===== src/div_pkg.sv =====
package div_pkg;

    // Operation code layout
    //   bit 0 set for the unsigned forms
    //   bit 1 set for the remainder forms
    localparam int DIV_OP_W = 2;

    localparam logic [DIV_OP_W-1:0] DIV_OP_DIV  = 2'd0; // Signed quotient
    localparam logic [DIV_OP_W-1:0] DIV_OP_DIVU = 2'd1; // Unsigned quotient
    localparam logic [DIV_OP_W-1:0] DIV_OP_REM  = 2'd2; // Signed remainder
    localparam logic [DIV_OP_W-1:0] DIV_OP_REMU = 2'd3; // Unsigned remainder

    // Destination register tag, x0..x31
    localparam int REG_ADDR_W = 5;

    // Operand width used when the top level is not overridden
    localparam int XLEN_DEFAULT = 32;

endpackage

===== src/div_unit.sv =====
module div_unit #(
    parameter int XLEN = div_pkg::XLEN_DEFAULT
) (
    input  logic                           clk,
    input  logic                           rst,
    input  logic                           flush,
    input  logic                           req_valid,
    input  logic [div_pkg::DIV_OP_W-1:0]   req_op,
    input  logic [XLEN-1:0]                req_rs1,
    input  logic [XLEN-1:0]                req_rs2,
    input  logic [div_pkg::REG_ADDR_W-1:0] req_rd,
    output logic                           busy,         // Issue stage stalls on this
    output logic                           result_valid,
    output logic [div_pkg::REG_ADDR_W-1:0] result_rd,
    output logic [XLEN-1:0]                result_data
);
    logic                           start;
    logic                           done;
    logic [XLEN-1:0]                dividend_mag;
    logic [XLEN-1:0]                divisor_mag;
    logic [XLEN-1:0]                quotient;
    logic [XLEN-1:0]                remainder;
    logic                           neg_quot;
    logic                           neg_rem;
    logic                           sel_quot;
    logic [div_pkg::REG_ADDR_W-1:0] tag;

    // Input side, magnitudes and sign-fix flags
    div_issue #(.XLEN(XLEN)) issue0 (
        .clk, .rst, .flush,
        .req_valid, .req_op, .req_rs1, .req_rs2, .req_rd,
        .done,
        .busy, .start,
        .dividend_mag, .divisor_mag,
        .neg_quot, .neg_rem, .sel_quot, .tag
    );

    // Serial restoring divider
    div_core #(.XLEN(XLEN)) core0 (
        .clk, .rst, .start,
        .dividend_mag, .divisor_mag,
        .done, .quotient, .remainder
    );

    // Output side, result and tag to writeback
    div_writeback #(.XLEN(XLEN)) wb0 (
        .clk, .rst, .done,
        .quotient, .remainder,
        .neg_quot, .neg_rem, .sel_quot, .tag,
        .result_valid, .result_rd, .result_data
    );

endmodule


===== src/div_writeback.sv =====
module div_writeback #(
    parameter int XLEN = div_pkg::XLEN_DEFAULT
) (
    input  logic                           clk,
    input  logic                           rst,
    input  logic                           done,
    input  logic [XLEN-1:0]                quotient,
    input  logic [XLEN-1:0]                remainder,
    input  logic                           neg_quot,
    input  logic                           neg_rem,
    input  logic                           sel_quot,
    input  logic [div_pkg::REG_ADDR_W-1:0] tag,
    output logic                           result_valid,
    output logic [div_pkg::REG_ADDR_W-1:0] result_rd,
    output logic [XLEN-1:0]                result_data
);
    logic [XLEN-1:0] quot_fixed;
    logic [XLEN-1:0] rem_fixed;

    // Signs restored from the flags recorded at issue
    assign quot_fixed = neg_quot ? -quotient : quotient;
    assign rem_fixed  = neg_rem ? -remainder : remainder;

    always_ff @(posedge clk) begin
        if (rst) begin
            result_valid <= 1'b0;
        end else begin
            result_valid <= done; // No back-pressure, pulse must be taken
        end
    end

    always_ff @(posedge clk) begin
        if (done) begin
            result_rd   <= tag;
            result_data <= sel_quot ? quot_fixed : rem_fixed;
        end
    end

endmodule


===== src/div_core.sv =====
module div_core #(
    parameter int XLEN = div_pkg::XLEN_DEFAULT
) (
    input  logic            clk,
    input  logic            rst,
    input  logic            start,
    input  logic [XLEN-1:0] dividend_mag,
    input  logic [XLEN-1:0] divisor_mag,
    output logic            done,
    output logic [XLEN-1:0] quotient,
    output logic [XLEN-1:0] remainder
);
    localparam int CTR_W = $clog2(XLEN + 1);

    // FSM encoding
    localparam logic [1:0] ST_IDLE   = 2'd0;
    localparam logic [1:0] ST_BUSY   = 2'd1;
    localparam logic [1:0] ST_OUTPUT = 2'd2;

    logic [1:0]       state_q, state_d;
    logic [CTR_W-1:0] ctr_q, ctr_d;
    logic [XLEN-1:0]  divisor_q, divisor_d;
    logic [2*XLEN:0]  rq_q, rq_d;    // Partial remainder on top, quotient bits below
    logic [XLEN:0]    diff;          // MSB is the borrow

    assign diff = {1'b0, rq_q[2*XLEN-1:XLEN]} - {1'b0, divisor_q};

    always_ff @(posedge clk) begin
        if (rst) begin // Abandon any division in progress
            state_q <= ST_IDLE;
            ctr_q   <= '0;
        end else begin
            state_q <= state_d;
            ctr_q   <= ctr_d;
        end
    end

    always_ff @(posedge clk) begin
        divisor_q <= divisor_d;
        rq_q      <= rq_d;
    end

    always_comb begin
        state_d   = state_q;
        ctr_d     = ctr_q;
        divisor_d = divisor_q;
        rq_d      = rq_q;

        case (state_q)
            ST_IDLE: begin
                if (start) begin
                    // Extra leading zero bit makes XLEN+1 passes come out exact
                    rq_d      = {{(XLEN + 1){1'b0}}, dividend_mag};
                    divisor_d = divisor_mag;
                    ctr_d     = CTR_W'(XLEN);
                    state_d   = ST_BUSY;
                end
            end

            ST_BUSY: begin
                // Keep the difference unless it borrowed, quotient bit is the inverted borrow
                rq_d = {diff[XLEN] ? rq_q[2*XLEN-1:XLEN] : diff[XLEN-1:0],
                        rq_q[XLEN-1:0],
                        ~diff[XLEN]};
                ctr_d = ctr_q - 1'b1;
                if (ctr_q == '0) begin
                    state_d = ST_OUTPUT; // Last pass done
                end
            end

            ST_OUTPUT: begin
                state_d = ST_IDLE;
            end

            default: begin
                state_d = ST_IDLE;
            end
        endcase
    end

    assign done = (state_q == ST_OUTPUT); // Single cycle, FSM leaves OUTPUT at once

    // Held until the next start reloads the register
    assign quotient  = rq_q[XLEN-1:0];
    assign remainder = rq_q[2*XLEN:XLEN+1];

endmodule


===== src/div_issue.sv =====
module div_issue #(
    parameter int XLEN = div_pkg::XLEN_DEFAULT
) (
    input  logic                          clk,
    input  logic                          rst,
    input  logic                          flush,     // Branch taken in writeback
    input  logic                          req_valid,
    input  logic [div_pkg::DIV_OP_W-1:0]  req_op,
    input  logic [XLEN-1:0]               req_rs1,
    input  logic [XLEN-1:0]               req_rs2,
    input  logic [div_pkg::REG_ADDR_W-1:0] req_rd,
    input  logic                          done,      // From the core
    output logic                          busy,
    output logic                          start,
    output logic [XLEN-1:0]               dividend_mag,
    output logic [XLEN-1:0]               divisor_mag,
    output logic                          neg_quot,
    output logic                          neg_rem,
    output logic                          sel_quot,
    output logic [div_pkg::REG_ADDR_W-1:0] tag
);
    import div_pkg::*;

    logic accept;
    logic signed_op;
    logic rs1_neg;
    logic rs2_neg;

    // Only one division in flight, a request seen while busy is dropped
    assign accept    = req_valid && !busy && !flush;
    assign signed_op = (req_op != DIV_OP_DIVU) && (req_op != DIV_OP_REMU);
    assign rs1_neg   = signed_op && req_rs1[XLEN-1];
    assign rs2_neg   = signed_op && req_rs2[XLEN-1];

    always_ff @(posedge clk) begin
        if (rst) begin
            busy  <= 1'b0;
            start <= 1'b0;
        end else begin
            start <= accept; // Core kicks off the cycle after acceptance
            if (accept) begin
                busy <= 1'b1;
            end else if (done) begin
                busy <= 1'b0;
            end
        end
    end

    // Operands and sign-fix flags held for the whole division
    always_ff @(posedge clk) begin
        if (accept) begin
            dividend_mag <= rs1_neg ? -req_rs1 : req_rs1;
            divisor_mag  <= rs2_neg ? -req_rs2 : req_rs2;

            // No quotient negation on divide by zero, result must stay all ones
            neg_quot <= (rs1_neg ^ rs2_neg) && (|req_rs2);
            neg_rem  <= rs1_neg; // Remainder takes the dividend sign
            sel_quot <= (req_op == DIV_OP_DIV) || (req_op == DIV_OP_DIVU);
            tag      <= req_rd;
        end
    end

endmodule


===== config.mk =====
export PLATFORM = sky130hd
export DESIGN_NAME = div_unit
export DESIGN_NICKNAME = d
export VERILOG_FILES = /design/src/div_pkg.sv /design/src/div_unit.sv /design/src/div_writeback.sv /design/src/div_core.sv /design/src/div_issue.sv
export SDC_FILE = /design/constraint.sdc
export NUM_CORES = 1
export LEC_CHECK = 0
export ABC_AREA = 1
export BUFFER_PORTS_ARGS = -buffer_cell sky130_fd_sc_hd__buf_2
export CAP_MARGIN = 20
export CORE_MARGIN = 2
export CORE_UTILIZATION = 60
export CTS_CLUSTER_DIAMETER = 100
export DETAILED_ROUTE_END_ITERATION = 6
export GPL_TIMING_DRIVEN = 0
export PLACE_DENSITY = 0.8
export SETUP_SLACK_MARGIN = 0.5
export SLEW_MARGIN = 10
export SYNTH_ARGS = -nofsm -noshare
export SYNTH_HDL_FRONTEND = slang
export SYNTH_HIERARCHICAL = 1
export SYNTH_SLANG_ARGS = --single-unit

===== constraint.sdc =====
create_clock -name clk -period 9.5 [get_ports clk]
set_input_delay 1.425 -clock clk [delete_from_list [all_inputs] [get_ports clk]]
set_output_delay 1.425 -clock clk [all_outputs]
set_load 0.005 [all_outputs]

==> results of run 1 <==
sequential cells by signal, indices dropped and copies added, names as in the netlist:
| name | flops |
|---|---|
| wb0/result_rd | 5 |
| core0/state_q | 2 |
| issue0/start | 1 |
| core0/ctr_q | 6 |
| core0/rq_q | 65 |
| issue0/sel_quot | 1 |
| issue0/tag | 5 |
| issue0/neg_rem | 1 |
| issue0/dividend_mag | 32 |
| core0/divisor_q | 32 |
| issue0/neg_quot | 1 |
| wb0/result_data | 32 |
| issue0/divisor_mag | 32 |
| wb0/result_valid | 1 |
| issue0/busy | 1 |
worst min path at each step:
stage,slack [ns],depth (start not counted),start,endpoint
global route,0.42,0,issue0/divisor_mag[2],core0/divisor_q[2]
detailed placement,0.40,0,issue0/divisor_mag[20],core0/divisor_q[20]
floorplan,0.40,0,issue0/divisor_mag[0],core0/divisor_q[0]
CTS,0.41,0,issue0/divisor_mag[20],core0/divisor_q[20]
finish,0.42,0,issue0/divisor_mag[20],core0/divisor_q[20]
global placement,0.40,0,issue0/tag[2],wb0/result_rd[2]
final cells by class:
| cell class | count | area, sq um |
|---|---|---|
| Timing Repair Buffer | 121 | 666 |
| Buffer | 99 | 707 |
| Inverter | 305 | 1150 |
| Fill cell | 2174 | 8000 |
| Clock buffer | 31 | 616 |
| Tap cell | 330 | 413 |
| Sequential cell | 217 | 6410 |
| Multi-Input combinational cell | 1441 | 6940 |
| Clock inverter | 11 | 134 |
critical path, stage by stage, from the launching register on:
cell      delay (ns)
edfxtp_1        0.49
ha_1            0.30
fa_1            0.41
inv_1           0.11
nand3_1         0.07
nand3_1         0.15
nand2_1         0.09
nand2_2         0.10
nand2_1         0.09
nand2_2         0.08
nand2_2         0.06
nand2_4         0.10
buf_8           0.15
buf_6           0.17
nand3_1         0.16
nand2_1         0.10
inv_1           0.04
cell usage in the layout (no fill, tap or decap), types with 16 or more instances in the layout:
| cell | instances |
|---|---|
| o21ai_1 | 27 |
| edfxtp_1 | 206 |
| a21oi_1 | 46 |
| xnor2_1 | 19 |
| o21ai_0 | 43 |
| clkbuf_16 | 23 |
| nand2_1 | 695 |
| nand2_2 | 22 |
| nor2_4 | 20 |
| inv_1 | 288 |
| ha_1 | 38 |
| buf_4 | 73 |
| nor2_1 | 226 |
| nand4_1 | 23 |
| nor3_1 | 16 |
| nand3_1 | 169 |
| buf_2 | 123 |
| xor2_1 | 28 |
power groups by stage:
stage	sequential [mW]	combinational (mW)	clock [mW]
4_1_cts	1.13	0.410	0.900
3_5_place_dp	1.15	0.408	0
2_1_floorplan	1.14	0.289	0
5_1_grt	1.13	0.462	0.936
6_report	1.13	0.416	0.887
3_3_place_gp	1.15	0.395	0
metrics by stage:
stage | setup WS (ns) | util | area, sq um
6_report | 6.57 | 0.681 | 17000
3_3_place_gp | 0.436 | 0.646 | 16200
2_1_floorplan | 2.46 | - | 15200
4_1_cts | 6.59 | 0.681 | 17000
5_1_grt | 6.38 | 0.681 | 17000
3_5_place_dp | 6.20 | 0.651 | 16300
per-layer routing:
| layer | part of all wire | vias up | global-route usage |
|---|---|---|---|
| li1 | - | 6799 | - |
| met5 | 0 | - | 0 |
| met2 | 0.45 | 515 | 0.499 |
| met4 | 0.034 | 0 | 0.106 |
| met1 | 0.44 | 6140 | 0.430 |
| met3 | 0.078 | 79 | 0.0302 |
kinds of logic after synthesis:
family          Yosys count  share of synthesized area
simple gates           1214                      0.345
xor+xnor                 47                     0.0271
fa+ha+maj                39                     0.0326
flops                   217                      0.422
buf+inv                 404                      0.122
compound gates          141                     0.0516
==> results_dict.tcl, run 1 <==
set metrics [dict create \
    ys_ff_latch 217 \
    routedWlPerCell_um 15.9 \
    grt.total_usage 0.306 \
    rr_startpoint "core0/divisor_q[0]" \
    synthArstFlopShare 0 \
    switching_share 0.274 \
    cap_viol_max_count 0 \
    layout.cells.non_filler 2555 \
    area_delta_synth_final_pct 12.1 \
    clockPowerShare 0.365 \
    grt_max_degree 67 \
    power.switching_mw 0.666 \
    io_buffers 113 \
    slew_headroom 0.466 \
    synth_nets 2176 \
    grt_pass1_wl_um 63300 \
    power_frac_comb 0.171 \
    layout_worst_path_cycle_share 0.308 \
    gp_congestion 0.983 \
    power.density_nw_per_um2 143 \
    p_int_mw 1.76 \
    yosysWarnings 6 \
    yosysMostFrequentCell "nand2_1" \
    numCtsBuffers 23 \
    viasPerCell 5.30 \
    p_seq_frac 0.464 \
    place_inst 2513 \
    root_buffer "clkbuf_16" \
    io_pins 114 \
    post_cts_buffers 0 \
    ys_seq_area_frac 0.422 \
    setup_viol 0 \
    synth_edf_count 206 \
    synth.largest_area_cell "edfxtp_1" \
    cts_tree "yes" \
    clock_latency_ns 0.52 \
    synth.top_cells.by_count "nand2_1 (695), inv_1 (289), nor2_1 (227), edfxtp_1 (206), nand3_1 (169)" \
    drt-total-wl_um 40600 \
    die-height_um 163 \
    grt_antenna_before_repair 0 \
    critPathLaunch "core0/divisor_q[0]" \
    path_clk_slew_ns 0.06 \
    crit_path_end_kind "register" \
    required_ns 9.78 \
    tightest_slew_ns 0.801 \
    p_leak_nw 8.24 \
    via_count 13533 \
    drc 0 \
    syn_area_sq_um 15200 \
    hp-class "reg2reg" \
    synth.area.top_cells "edfxtp_1 (41%), nand2_1 (17%), inv_1 (7.1%)" \
    ys.flop_type "edfxtp_1" \
    rrSetupSlack_ns 6.57 \
    total_power_mw 2.43 \
    setup_tns_ns 0 \
    post_cts_resized 0 \
    hold_violations 0 \
    timing.rr.end "core0/rq_q[54]" \
    hold_ws_ns 0.415 \
    critPathKind "reg2reg" \
    dp_hpwl_um 32900 \
    drtAntennaViolNets 0 \
    drtIter0Drc 1257 \
    layout-drive-gt1-share 0.152 \
    crit_fanout 10 \
    ctsHoldBuffers 0 \
    synthDistinctLibCells 45 \
    drv_slew 0 \
    reg2reg_depth 16 \
    synth_cells 2062 \
    antenna_cells 0 \
    critPathLaunchType "register" \
    cts_num_sinks 217 \
    ir_worst_vdd_uv 126 \
    fmax_mhz 342 \
    endpoint "core0/rq_q[54]" \
    clk_path_buf_depth 3 \
    synth_top_cell_area_share 0.407 \
    dr.pass1.iters 5 \
    start_util 0.607 \
    core-area_sq_um 25000 \
    rows 58 \
    period_minus_slack_ns 2.93 \
    arrival_ns 3.20 \
    h-tree-depth 1 \
    grt_pass1_vias 12280 \
    rsz0062_at_grt "false" \
    finalClockSkew_ns 0.0117 \
    status "completed" \
    die_area_sq_um 26600 \
    grt_overflow 0 \
    die_w_um 163 \
    synth.avg_cell_area_sq_um 7.37 \
    nets 2322 \
]
No activity file was read; power rests on OpenSTA's default activity.
==> run 2: changes to the inputs <==
Settings changed: ABC_AREA 1 to 0, CORE_UTILIZATION 60 to 55, PLACE_DENSITY 0.8 to 0.77.
Clock period 9.5 ns to 2.36 ns, I/O delays scaled along.
==> results_dict.tcl, run 2 <==
set metrics [dict create \
    root_buffer "clkbuf_16" \
    synth.largest_area_cell "edfxtp_1" \
    via_count 10364 \
    final_cell_mix "edfxtp_1 (206), nand2_1 (169), buf_2 (114), buf_4 (107), xor2_1 (64)" \
    timing.final.ws_setup_ns -0.993 \
    p_leak_nw 6.50 \
    dp_slack_ns -1.37 \
    synth_cells 1256 \
    rr_startpoint "core0/divisor_q[3]" \
    gp_congestion 0.907 \
    synth_fa_ha_area_frac 0.0379 \
    synth.top_cells.by_count "edfxtp_1 (206), nand2_1 (199), xor2_1 (77), a21oi_1 (72), buf_4 (66)" \
    regMostFlops "core0/rq_q" \
    whs_path_depth 1 \
    rsz0062_at_grt "true" \
    slew_headroom 0.506 \
    cts_tree "yes" \
    synth.area.top_cells "edfxtp_1 (47%), nand2_1 (5.7%), xor2_1 (5.2%)" \
    synthDistinctLibCells 74 \
    die_w_um 158 \
    synth.avg_cell_area_sq_um 10.4 \
    path_clk_slew_ns 0.06 \
    rows 56 \
    final_core_util 0.715 \
    grt_antenna_before_repair 0 \
    grt_pass1_wl_um 50000 \
    finalClockSkew_ns 0.0240 \
    dp_hpwl_um 23400 \
    synth_top_cell_area_share 0.473 \
    synth_xor_area_frac 0.0930 \
    drtAntennaViolNets 0 \
    mostFrequentLayoutCell "edfxtp_1" \
    die-height_um 158 \
    largest_reg_flops 65 \
    layout-drive-gt1-share 0.334 \
    drv_slew 0 \
    io_buffers 113 \
    synth_edf_count 206 \
    ys_ff_latch 217 \
    clk_path_buf_depth 3 \
    tightest_slew_ns 0.740 \
    yosysMostFrequentCell "edfxtp_1" \
    fillers 1646 \
    grt_pass1_vias 9416 \
    arrival_ns 3.58 \
    reg2reg_depth 14 \
    power.density_nw_per_um2 581 \
    start_util 0.559 \
    clock_latency_ns 0.52 \
    cap_viol_max_count 0 \
    io_pins 114 \
    setup_viol 49 \
    ir_worst_vdd_uv 485 \
    die_area_sq_um 25000 \
    regArea_sq_um 6410 \
    viasPerCell 5.74 \
    synthArstFlopShare 0 \
    min-delay-start "req_rd[4]" \
    layout_worst_path_cycle_share 1.42 \
    dr.pass1.iters 6 \
    critPathLaunchType "register" \
    ys_seq_area_frac 0.490 \
    grt_max_degree 43 \
    yosysWarnings 6 \
    synth-simple-area-share 0.162 \
    grt_overflow 0 \
    synth_nets 1370 \
    core-area_sq_um 23400 \
    h-tree-depth 1 \
    crit_path_end_kind "register" \
    multi_input_area_sq_um 6850 \
    synth_mux_area_frac 0.0223 \
    holdPathEnd "issue0/tag[4]" \
    rrSetupSlack_ns -0.99 \
    antenna_cells 0 \
    area_delta_synth_final_pct 27.9 \
    setup_tns_ns -32.42 \
    status "finished, violations left" \
    hp-class "in2reg" \
    violations "negative setup slack" \
    critPathKind "reg2reg" \
    numCtsBuffers 22 \
    synth_compound_area_frac 0.130 \
    syn_area_sq_um 13100 \
    required_ns 2.59 \
    grt.total_usage 0.257 \
    crit_fanout 8 \
    drt-total-wl_um 33600 \
    synth_top_family_by_area "simple AND/OR/NAND/NOR gates" \
    drc 0 \
    drtIter0Drc 931 \
    fmax_mhz 298 \
    cts_num_sinks 217 \
    period_minus_slack_ns 3.35 \
    hold_violations 0 \
    nets 1584 \
    hold_ws_ns 0.0184 \
    routedWlPerCell_um 18.6 \
    timing.rr.end "core0/rq_q[40]" \
    ys.flop_type "edfxtp_1" \
]
## run 2: worst max path at each step
stage,end,startpoint,depth (start not counted)
floorplan,core0/rq_q[63],core0/rq_q[32],13
global placement,core0/rq_q[56],core0/divisor_q[0],12
detailed placement,core0/rq_q[56],core0/divisor_q[0],12
CTS,core0/rq_q[63],core0/divisor_q[0],12
global route,core0/rq_q[40],core0/divisor_q[3],14
finish,core0/rq_q[40],core0/divisor_q[3],14
## run 2: worst max-delay path: stages (launching register included)
cell,delay (ns)
edfxtp_1,0.44
inv_1,0.11
ha_2,0.32
o211ai_1,0.32
a21oi_4,0.07
o21a_4,0.24
a211oi_4,0.30
o31ai_4,0.12
a2111oi_4,0.39
buf_4,0.19
o31ai_4,0.11
buf_12,0.19
clkbuf_16,0.16
nand2_2,0.06
a21oi_2,0.06
## run 2: cells by family after synthesis
kind of cell / after synthesis
xor+xnor: 139
mux: 29
fa+ha+maj: 39
buf+inv: 162
flops: 217
simple gates: 422
compound gates: 248
## run 2: per-layer routing
metal,track usage,routed length (um)
met5,0,0
met4,0.0789,1060
met3,0.0342,2480
met2,0.420,15800
met1,0.360,14200
## run 2: area by class of cell
cell class	count	area share
buffer	106	0.0473
clock buffer	26	0.0338
sequential	217	0.383
inverter	56	0.0133
clock inverter	14	0.0105
timing repair inverter	1	0.000448
multi-input combinational	878	0.409
timing repair buffer	188	0.0789
tap	319	0.0238
## run 2: timing repair
item                                    CTS  global route
hold endpoints to repair                  4             0
setup buffers                            30            34
hold buffers                              4             0
cloned                                    5             1
gates resized for setup                 110            95
pin swaps                                61            47
endpoints found under the setup margin  174           215
## run 2: metrics by stage
step	area (sq um)	std cells	power, mW
2_1_floorplan	13500	1256	5.54
3_3_place_gp	14400	1688	5.94
3_5_place_dp	14500	1691	5.98
4_1_cts	16100	1770	9.65
5_1_grt	16700	1805	10.1
6_report	16700	1805	9.73
## run 2: power by group
part           leakage [nW]  internal, mW  switching (mW)
combinational          4.15         0.714           0.976
clock                 0.355          2.07            1.45
sequential             2.00          4.44          0.0868
total                  6.50          7.22            2.51
